$ cat config.mk
export PLATFORM = sky130hd
export DESIGN_NAME = power2round_top
export DESIGN_NICKNAME = d
export VERILOG_FILES = /design/src/hdl/p2r_pkg.sv /design/src/hdl/p2r_rd_ctrl.sv /design/src/hdl/p2r_datapath.sv /design/src/hdl/p2r_lat_buffer.sv /design/src/hdl/p2r_sk_writer.sv /design/src/hdl/power2round_top.sv
export SDC_FILE = /design/constraint.sdc
export NUM_CORES = 1
export LEC_CHECK = 0
export ABC_AREA = 1
export BUFFER_PORTS_ARGS = -buffer_cell sky130_fd_sc_hd__buf_2
export CAP_MARGIN = 0
export CORE_ASPECT_RATIO = 1.75
export CORE_MARGIN = 2
export CORE_UTILIZATION = 49
export CTS_CLUSTER_DIAMETER = 100
export CTS_CLUSTER_SIZE = 14
export DETAILED_ROUTE_END_ITERATION = 8
export PLACE_DENSITY_LB_ADDON = 0.3
export SYNTH_ARGS = -nofsm -noshare
export SYNTH_HDL_FRONTEND = slang
export SYNTH_HIERARCHICAL = 1
export SYNTH_SLANG_ARGS = --single-unit
$ cat constraint.sdc
create_clock -name clk -period 2.35 [get_ports clk]
set_input_delay 0.47 -clock clk [delete_from_list [all_inputs] [get_ports clk]]
set_output_delay 0.47 -clock clk [all_outputs]
set_load 0.01 [all_outputs]
$ cat src/hdl/p2r_pkg.sv
`default_nettype none

package p2r_pkg;

    // ============================================================
    // sizes
    // ============================================================
    localparam int P2R_D            = 13;
    localparam int P2R_LANES        = 4;
    localparam int P2R_NUM_READS    = 16;
    localparam int P2R_NUM_SK_WORDS = 13;
    localparam int P2R_BUF_BITS     = 128;

    // ============================================================
    // data types
    // ============================================================
    typedef logic [23:0]  coef_t;
    typedef logic [95:0]  rd_word_t;
    typedef logic [9:0]   r1_t;
    typedef logic [12:0]  r0_enc_t;
    // lane 0 sits in the low bits of both packed words
    typedef logic [39:0]  pk_word_t;
    typedef logic [51:0]  enc_group_t;
    typedef logic [63:0]  sk_word_t;
    typedef logic [7:0]   addr_t;
    typedef logic [3:0]   rd_idx_t;

    // read controller
    typedef enum logic [1:0] {
        IDLE,
        READ,
        WAIT_DONE
    } ctrl_state_t;

endpackage

`default_nettype wire

$ cat src/hdl/p2r_rd_ctrl.sv
`timescale 1ns/1ns
`default_nettype none

module p2r_rd_ctrl (
    input  logic           clk,
    input  logic           reset_n,
    input  logic           zeroize,
    input  logic           enable,
    input  p2r_pkg::addr_t src_base_addr,
    input  logic           run_done,
    output logic           mem_rd_en,
    output p2r_pkg::addr_t mem_rd_addr
);
    import p2r_pkg::*;

    ctrl_state_t state;
    rd_idx_t     rd_cnt;

    // ============================================================
    // read sequencing
    // ============================================================
    always_ff @(posedge clk or negedge reset_n) begin
        if (!reset_n) begin
            state  <= IDLE;
            rd_cnt <= '0;
        end else if (zeroize) begin
            state  <= IDLE;
            rd_cnt <= '0;
        end else begin
            case (state)
                IDLE: begin
                    // enable only counts here, so runs never overlap
                    if (enable) begin
                        state  <= READ;
                        rd_cnt <= '0;
                    end
                end
                READ: begin
                    rd_cnt <= rd_cnt + 1'b1;
                    if (rd_cnt == rd_idx_t'(P2R_NUM_READS - 1)) begin
                        state <= WAIT_DONE;
                    end
                end
                WAIT_DONE: begin
                    // hold until the writer has flushed the last sk word
                    if (run_done) begin
                        state <= IDLE;
                    end
                end
                default: begin
                    state <= IDLE;
                end
            endcase
        end
    end

    // one read per cycle while in READ
    assign mem_rd_en   = (state == READ);
    assign mem_rd_addr = src_base_addr + addr_t'(rd_cnt);

endmodule

`default_nettype wire

$ cat src/hdl/p2r_datapath.sv
`timescale 1ns/1ns
`default_nettype none

module p2r_datapath (
    input  logic                clk,
    input  logic                reset_n,
    input  logic                zeroize,
    input  p2r_pkg::rd_word_t   mem_rd_data,
    input  logic                mem_rd_valid,
    output p2r_pkg::pk_word_t   pk_wrdata,
    output p2r_pkg::enc_group_t enc_group,
    output logic                res_valid
);
    import p2r_pkg::*;

    rd_word_t   in_q;
    logic       in_valid;
    pk_word_t   r1_lanes;
    enc_group_t enc_lanes;
    pk_word_t   r1_q;
    enc_group_t enc_q;

    // ============================================================
    // stage 1: input register
    // ============================================================
    always_ff @(posedge clk or negedge reset_n) begin
        if (!reset_n) begin
            in_q     <= '0;
            in_valid <= 1'b0;
        end else if (zeroize) begin
            in_q     <= '0;
            in_valid <= 1'b0;
        end else begin
            in_valid <= mem_rd_valid;
            if (mem_rd_valid) begin
                in_q <= mem_rd_data;
            end
        end
    end

    // per-lane decompose and encode
    for (genvar i = 0; i < P2R_LANES; i++) begin : gen_lane
        coef_t       coef;
        logic [22:0] r;
        logic [23:0] r_sum;
        logic [10:0] r1_full;
        logic [23:0] r0_full;

        assign coef = in_q[i*$bits(coef_t) +: $bits(coef_t)];
        // top bit is outside the value range
        assign r       = coef[22:0];
        assign r_sum   = {1'b0, r} + 24'((1 << (P2R_D - 1)) - 1);
        assign r1_full = r_sum[23:P2R_D];
        assign r0_full = {1'b0, r} - {r1_full, {P2R_D{1'b0}}};

        assign r1_lanes[i*$bits(r1_t) +: $bits(r1_t)] = r1_full[9:0];
        // 4096 - r0, always within 0..8191
        assign enc_lanes[i*$bits(r0_enc_t) +: $bits(r0_enc_t)] =
            r0_enc_t'(1 << (P2R_D - 1)) - r0_full[P2R_D-1:0];
    end

    // ============================================================
    // stage 2: result register
    // ============================================================
    always_ff @(posedge clk or negedge reset_n) begin
        if (!reset_n) begin
            r1_q      <= '0;
            enc_q     <= '0;
            res_valid <= 1'b0;
        end else if (zeroize) begin
            r1_q      <= '0;
            enc_q     <= '0;
            res_valid <= 1'b0;
        end else begin
            res_valid <= in_valid;
            if (in_valid) begin
                r1_q  <= r1_lanes;
                enc_q <= enc_lanes;
            end
        end
    end

    assign pk_wrdata = r1_q;
    assign enc_group = enc_q;

endmodule

`default_nettype wire

$ cat src/hdl/p2r_lat_buffer.sv
`timescale 1ns/1ns
`default_nettype none

module p2r_lat_buffer (
    input  logic                clk,
    input  logic                reset_n,
    input  logic                zeroize,
    input  p2r_pkg::enc_group_t enc_group,
    input  logic                res_valid,
    output p2r_pkg::sk_word_t   buf_data,
    output logic                buf_valid
);
    import p2r_pkg::*;

    localparam int FILL_W = $clog2(P2R_BUF_BITS) + 1;
    localparam int WR_W   = $bits(enc_group_t);
    localparam int RD_W   = $bits(sk_word_t);

    logic [P2R_BUF_BITS-1:0] store;
    logic [P2R_BUF_BITS-1:0] store_shift;
    logic [P2R_BUF_BITS-1:0] store_next;
    logic [P2R_BUF_BITS-1:0] wr_wide;
    logic [FILL_W-1:0]       fill_cnt;
    logic [FILL_W-1:0]       fill_shift;
    logic [FILL_W-1:0]       fill_next;

    // ============================================================
    // read side
    // ============================================================
    // oldest bits live at the bottom of the store
    assign buf_valid = (fill_cnt >= FILL_W'(RD_W));
    assign buf_data  = store[RD_W-1:0];

    assign wr_wide = {{(P2R_BUF_BITS - WR_W){1'b0}}, enc_group};

    always_comb begin
        // drop the word that leaves this cycle
        if (buf_valid) begin
            store_shift = store >> RD_W;
            fill_shift  = fill_cnt - FILL_W'(RD_W);
        end else begin
            store_shift = store;
            fill_shift  = fill_cnt;
        end

        // append above whatever is still held
        if (res_valid) begin
            store_next = store_shift | (wr_wide << fill_shift);
            fill_next  = fill_shift + FILL_W'(WR_W);
        end else begin
            store_next = store_shift;
            fill_next  = fill_shift;
        end
    end

    // ============================================================
    // store and fill count
    // ============================================================
    // bits above the fill level must stay zero for the OR append,
    // so the store is cleared along with the count
    always_ff @(posedge clk or negedge reset_n) begin
        if (!reset_n) begin
            store    <= '0;
            fill_cnt <= '0;
        end else if (zeroize) begin
            store    <= '0;
            fill_cnt <= '0;
        end else begin
            store    <= store_next;
            fill_cnt <= fill_next;
        end
    end

endmodule

`default_nettype wire

$ cat src/hdl/p2r_sk_writer.sv
`timescale 1ns/1ns
`default_nettype none

module p2r_sk_writer (
    input  logic              clk,
    input  logic              reset_n,
    input  logic              zeroize,
    input  p2r_pkg::addr_t    sk_base_addr,
    input  p2r_pkg::sk_word_t buf_data,
    input  logic              buf_valid,
    input  logic              res_valid,
    output logic              sk_wr_en,
    output p2r_pkg::addr_t    sk_wr_addr,
    output p2r_pkg::sk_word_t sk_wr_data,
    output logic              pk_wren,
    output p2r_pkg::rd_idx_t  pk_wr_addr,
    output logic              run_done,
    output logic              done
);
    import p2r_pkg::*;

    rd_idx_t sk_cnt;
    rd_idx_t pk_idx;
    logic    sk_last;
    logic    done_q;
    logic    last_word;

    assign last_word = (sk_cnt == rd_idx_t'(P2R_NUM_SK_WORDS - 1));

    always_ff @(posedge clk or negedge reset_n) begin
        if (!reset_n) begin
            sk_wr_en   <= 1'b0;
            sk_wr_addr <= '0;
            sk_wr_data <= '0;
            sk_cnt     <= '0;
            sk_last    <= 1'b0;
            pk_idx     <= '0;
            done_q     <= 1'b0;
        end else if (zeroize) begin
            sk_wr_en   <= 1'b0;
            sk_wr_addr <= '0;
            sk_wr_data <= '0;
            sk_cnt     <= '0;
            sk_last    <= 1'b0;
            pk_idx     <= '0;
            done_q     <= 1'b0;
        end else begin
            sk_wr_en <= buf_valid;
            // one cycle after the final sk write
            done_q   <= sk_wr_en && sk_last;
            if (buf_valid) begin
                sk_wr_data <= buf_data;
                sk_wr_addr <= sk_base_addr + addr_t'(sk_cnt);
                sk_last    <= last_word;
                sk_cnt     <= last_word ? '0 : sk_cnt + 1'b1;
            end
            // wraps after 16 words, ready for the next run
            if (res_valid) begin
                pk_idx <= pk_idx + 1'b1;
            end
        end
    end

    assign pk_wren    = res_valid;
    assign pk_wr_addr = pk_idx;
    assign run_done   = done_q;
    assign done       = done_q;

endmodule

`default_nettype wire

$ cat src/hdl/power2round_top.sv
`timescale 1ns/1ns
`default_nettype none

module power2round_top (
    input  logic               clk,
    input  logic               reset_n,
    input  logic               zeroize,
    input  logic               enable,
    input  p2r_pkg::addr_t     src_base_addr,
    input  p2r_pkg::addr_t     sk_base_addr,
    input  p2r_pkg::rd_word_t  mem_rd_data,
    input  logic               mem_rd_valid,
    output logic               mem_rd_en,
    output p2r_pkg::addr_t     mem_rd_addr,
    output logic               sk_wr_en,
    output p2r_pkg::addr_t     sk_wr_addr,
    output p2r_pkg::sk_word_t  sk_wr_data,
    output logic               pk_wren,
    output p2r_pkg::rd_idx_t   pk_wr_addr,
    output p2r_pkg::pk_word_t  pk_wrdata,
    output logic               done
);
    import p2r_pkg::*;

    enc_group_t enc_group;
    sk_word_t   buf_data;
    logic       res_valid;
    logic       buf_valid;
    logic       run_done;

    // ============================================================
    // read side
    // ============================================================
    p2r_rd_ctrl p2r_rd_ctrl_inst (
        .clk           (clk),
        .reset_n       (reset_n),
        .zeroize       (zeroize),
        .enable        (enable),
        .src_base_addr (src_base_addr),
        .run_done      (run_done),
        .mem_rd_en     (mem_rd_en),
        .mem_rd_addr   (mem_rd_addr)
    );

    p2r_datapath p2r_datapath_inst (
        .clk          (clk),
        .reset_n      (reset_n),
        .zeroize      (zeroize),
        .mem_rd_data  (mem_rd_data),
        .mem_rd_valid (mem_rd_valid),
        .pk_wrdata    (pk_wrdata),
        .enc_group    (enc_group),
        .res_valid    (res_valid)
    );

    // ============================================================
    // write side
    // ============================================================
    // 52-bit groups in, 64-bit sk words out
    p2r_lat_buffer p2r_lat_buffer_inst (
        .clk       (clk),
        .reset_n   (reset_n),
        .zeroize   (zeroize),
        .enc_group (enc_group),
        .res_valid (res_valid),
        .buf_data  (buf_data),
        .buf_valid (buf_valid)
    );

    p2r_sk_writer p2r_sk_writer_inst (
        .clk          (clk),
        .reset_n      (reset_n),
        .zeroize      (zeroize),
        .sk_base_addr (sk_base_addr),
        .buf_data     (buf_data),
        .buf_valid    (buf_valid),
        .res_valid    (res_valid),
        .sk_wr_en     (sk_wr_en),
        .sk_wr_addr   (sk_wr_addr),
        .sk_wr_data   (sk_wr_data),
        .pk_wren      (pk_wren),
        .pk_wr_addr   (pk_wr_addr),
        .run_done     (run_done),
        .done         (done)
    );

endmodule

`default_nettype wire

## Word-level counts from Yosys, hierarchy flattened

Cells that the tools add are included.

- Register bits after elaboration: 414
- Input bits: 117
- Output and inout bits: 128
- Word-level logic and storage cells: 89

- Add/subtract/negate cells: 19
- Magnitude comparators: 1
- Equal/unequal tests: 7
- Shift-type cells: 1
- Mux-type cells: 35
- Bitwise logic cells: 1
- Reduce and logical (&&, ||, !) cells: 9

Operators with widths:

| kind | number |
|---|---|
| two-way mux 128 bit | 3 |
| two-way mux 95 bit | 2 |
| two-way mux 64 bit | 2 |
| OR 128 bit | 1 |
| left shift 52 x 8 -> 128 bit | 1 |
| two-way mux 52 bit | 2 |
| adder 23 x 12 -> 23 bit, second input constant | 4 |
| two-way mux 40 bit | 2 |
| subtractor 13 x 1 -> 13 bit, second input constant | 4 |
| subtractor 13 bit, first input constant | 4 |
| two-way mux 8 bit | 5 |
| two-way mux 4 bit | 7 |
| adder 8 x 4 -> 8 bit | 2 |
| adder 4 x 1 -> 4 bit, second input constant | 3 |
| adder 8 x 6 -> 8 bit, second input constant | 1 |
| == test 4 bit, second input constant | 2 |
| >= comparator 8 x 7 -> 1 bit, second input constant | 1 |
| two-way mux 2 bit | 4 |
| one-hot mux 4 bit (2 select lines) | 1 |
| nonzero test 2 bit | 4 |
| subtractor 8 x 7 -> 8 bit, second input constant | 1 |
| two-way mux 1 bit | 6 |
| inequality test 3 x 2 -> 1 bit, second input constant | 2 |
| one-hot mux 2 bit (3 select lines) | 1 |
| other kinds (8) | 8 |

## Longest topological paths before layout

- Depth in word-level cells: 6
- Gate-level depth with buffers: 13
- Depth with buffers taken out: 11

## Cells and area by module

The synthesis kept the hierarchy.

By module, submodules not included:

| module | times used | cells an instance | area each (um^2) | seq. area each (um^2) |
|---|---|---|---|---|
| p2r_lat_buffer | 1 | 1,358 | 9,162.5 | 3,353.2 |
| p2r_datapath | 1 | 1,114 | 8,947.3 | 4,654.5 |
| p2r_sk_writer | 1 | 265 | 3,296.9 | 2,077.0 |
| p2r_rd_ctrl | 1 | 80 | 560.5 | 150.1 |

## Worst setup path before layout

No wires, ideal clock.

- Path kind: in2out
- Start point: input src_base_addr[0]
- End point: output mem_rd_addr[4]
- Arrival: 1,462 ps
- Required time: 1,880 ps
- Slack: 418 ps
- Cell stages on the path: 5
- Path buffers: 0
- Cell sequence: ha_1 fa_1 nand3_1 nand2_1 xor2_1

- Cells in the longest elaborated chain, start to end: 1

Ends and longest elaborated chain:

| element | line | text |
|---|---|---|
| start: declaration | power2round_top.sv:9 | `input p2r_pkg::addr_t src_base_addr,` |
| adder 8 x 4 -> 8 bit | p2r_rd_ctrl.sv:59 | `assign mem_rd_addr = src_base_addr + addr_t'(rd_cnt);` |
| end: declaration | power2round_top.sv:14 | `output p2r_pkg::addr_t mem_rd_addr,` |

No other way between the ends.

## Final worst setup path

- Start point: register p2r_rd_ctrl_inst.rd_cnt[1]
- End point: output mem_rd_addr[6]

- Cells in the longest elaborated chain, start to end: 1

Ends and longest elaborated chain:

| element | line | text |
|---|---|---|
| start: declaration | p2r_rd_ctrl.sv:17 | `rd_idx_t rd_cnt;` |
| start signal: assignment | p2r_rd_ctrl.sv:39 | `rd_cnt <= rd_cnt + 1'b1;` |
| adder 8 x 4 -> 8 bit | p2r_rd_ctrl.sv:59 |  |

No other way between the ends.

==> results.toml <==
[clock_network]
cts_sinks = 409
htreeDepth = 2
clk_pin_slew_ns = 0.06
clock_latency_ns = 0.54
clockRootBuffer = "clkbuf_16"
clk_path_buf_depth = 3
cts_tree = "built"
cts-buffers-inserted = 35

[die]
core_mm2 = 0.0443
rows = 102
die_area_mm2 = 0.0466
die_height_um = 284
initial_core_util_pct = 49.6
die_w_um = 164
io_pins = 245

[sta]
slew_headroom_pct = 56.0
skew_ns = 0.0167
rsz0062_at_grt = "true"
fmax_mhz = 412
worst_slew_pin_slew_ns = 0.653
finalHoldViolCount = 0
period_share_pct = 103
min_period_ns = 2.43
finalWorstSetupSlack_ns = -0.0774
setup_viol = 5
slew_violations = 0
finalSetupTns_ns = -0.218

[min_path]
hold_path_startpoint = "mem_rd_data[91]"
min_path_type = "input port to register"

[routing]
postRouteAntennaNets = 0
first_pass_iters = 6
num_vias = 20490
wl_per_cell_um = 21.3
drc = 0
drt_iter0_drc = 1502
routed_wl_um = 76000
avgViaCountPerCell = 5.75

[finish]
nFillCells = 4196
drive_gt1_share_pct = 16.8
multiInputGateArea_mm2 = 0.00987
stdcell_area_mm2 = 0.0248
nets = 3125
area.sequential_mm2 = 0.0102
antenna_cells = 0
syn_to_final_growth_pct = 12.9

[place]
io_buffers = 240
place_area_mm2 = 0.0238
gp_congestion = 1.00
dp_slack_ns = 0.101
hpwl_um = 57600

[synth]
ys_ff_latch = 409
yosys_warnings = 6
yosys-top-cells-area = "dfrtp_1, nand2_1, nand3_1, o21ai_0, nor2_1"
yosys.area.top_type_share_pct = 46.6
synth_fp_nets = 2954
synth_cells = 2817
ys_types = 48
synth-seq-area-share_pct = 46.6
synth_area_per_cell_um2 = 7.80
yosysTopAreaCell = "dfrtp_1"
syn_area_mm2 = 0.0220

[critical_path]
reg2reg_from = "p2r_lat_buffer_inst/fill_cnt[2]"
arrival_ns = 1.96
startpoint = "p2r_rd_ctrl_inst/rd_cnt[1]"
required_ns = 1.88
endpoint_kind = "output port"
path_class = "register to output port"
crit_path_max_incr_delay_ns = 0.42
setup.worst_path.start_class = "register"
crit_fanout = 3
crit_chain = "buf_4, fa_2, nand3_2, nand2_2, nand3b_1, nand2_1, buf_2"
slowest_stage = "dfrtp_2"

[outcome]
violations = "negative setup slack"
status = "finished with violations"

[global_routing]
grt_pass1_vias = 20272
grt_antenna_before_repair = 0
grt_usage_pct = 32.7
grt_pass1_wl_um = 117000
grt-ovfl-total = 0
grt_max_degree = 129

[job]
cap_violations = 0

[power_and_ir_drop]
powerDensity_mw_per_mm2 = 601
totalPowerFinal_uw = 14900
peakVddDrop_mv = 0.624
cellLeakagePower_uw = 0.0123
==> Yosys cell counts (all sizes together) <==
cell type	instances
dfrtp	409
o21ai	320
fa	2
o211ai	21
a21oi	95
nand3	355
nor3	12
a22o	74
o22ai	21
buf	170
or2	6
nand2	801
clkbuf	59
a22oi	8
a32oi	1
a31oi	24
nand4	30
clkinv	2
xnor2	1
inv	159
nor3b	1
xor2	5
nor2	204
ha	18
o21bai	2
nand3b	2
o21a	1
o31ai	5
and2	8
a32o	1
==> power by group <==
part	switching, uW	internal, uW
clock network	2530	2680
registers	225	7270
logic	1520	684
==> cell type report <==
class                           instances  share of cell area [%]
Tap cell                              572                    2.88
Clock inverter                          4                   0.171
Multi-Input combinational cell       2018                    39.8
Sequential cell                       409                    41.3
Clock buffer                           36                    3.55
Inverter                              161                    2.46
Timing Repair Buffer                  363                    9.89
==> flip-flops by register name, indices dropped and copies added (netlist names) <==
register	cells
p2r_rd_ctrl_inst/rd_cnt	4
p2r_sk_writer_inst/sk_wr_en	1
p2r_sk_writer_inst/sk_wr_addr	8
p2r_sk_writer_inst/done	1
p2r_datapath_inst/in_valid	1
p2r_sk_writer_inst/pk_wr_addr	4
p2r_lat_buffer_inst/store	128
p2r_datapath_inst/pk_wrdata	40
p2r_sk_writer_inst/sk_wr_data	64
p2r_datapath_inst/in_q	92
p2r_datapath_inst/res_valid	1
p2r_rd_ctrl_inst/state	2
p2r_lat_buffer_inst/fill_cnt	6
p2r_sk_writer_inst/sk_last	1
p2r_datapath_inst/enc_group	52
p2r_sk_writer_inst/sk_cnt	4
==> critical path: cells and delay by family (launching register included) <==
family	cells	cell delay (ns)
fa+ha+maj	1	0.38
simple gates	4	0.34
flops	1	0.42
buf+inv	2	0.28
==> what timing repair did <==
action / in CTS / in global routing
setup buffers: 3 / 3
hold buffers: 1 / 0
endpoints found under the hold margin: 41 / 0
setup endpoints to repair: 6 / 7
resized for setup: 11 / 6
pin swaps: 1 / 1
==> metal layers <==
layer  vias up  wire [um]  GRT usage, %
li1       9687          -             -
met1      9874      27600          35.8
met2       748      39100          58.6
met3       181       3350          3.50
met4         0       6030          21.9
met5         -          0             0
==> worst paths after layout <==
path | end | slack, ns | cells after the start
worst max register to register | p2r_lat_buffer_inst/store[109] | 0.18 | 10
worst max-delay path | mem_rd_addr[6] | -0.08 | 7
max in group asynchronous | p2r_lat_buffer_inst/fill_cnt[4] | 1.15 | 3
worst min-delay path | p2r_datapath_inst/in_q[91] | 0.13 | 3
min in group asynchronous | p2r_sk_writer_inst/sk_wr_data[9] | 0.47 | 2
worst min register to register | p2r_datapath_inst/pk_wrdata[34] | 0.48 | 2
==> cells by family (layout without fill, tap and decap cells) <==
kind of cell	count (synthesis)	in the layout	share of synthesized area, %
buffers and inverters	390	564	8.88
AO/OA/AOI/OAI	573	573	15.1
AND/OR/NAND/NOR	1419	1419	28.0
adder cells (fa/ha/maj)	20	20	1.21
XOR/XNOR	6	6	0.239
flip-flops	409	409	46.6
==> cells in the final DEF (no fill, tap or decap), drive strengths merged, types with 8 or more instances in the layout <==
master	synthesis	routed
o22ai	21	21
nor2	204	204
nor3	12	12
a22oi	8	8
ha	18	18
nand2	801	801
and2	8	8
a21oi	95	95
a22o	74	74
inv	159	161
buf	170	362
o21ai	320	320
clkbuf	59	36
nand3	355	355
dfrtp	409	409
a31oi	24	24
nand4	30	30
o211ai	21	21
==> through the flow <==
stage / hold slack (ns) / std cells / utilization (%)
after floorplan: 0.174 / 2817 / -
after global placement: 0.447 / 3516 / 53.7
after detailed placement: 0.449 / 3516 / 53.7
after CTS: 0.116 / 3560 / 55.9
after global routing: 0.136 / 3563 / 56.0
final: 0.133 / 3563 / 56.0
(Power assumes the default switching activity.)
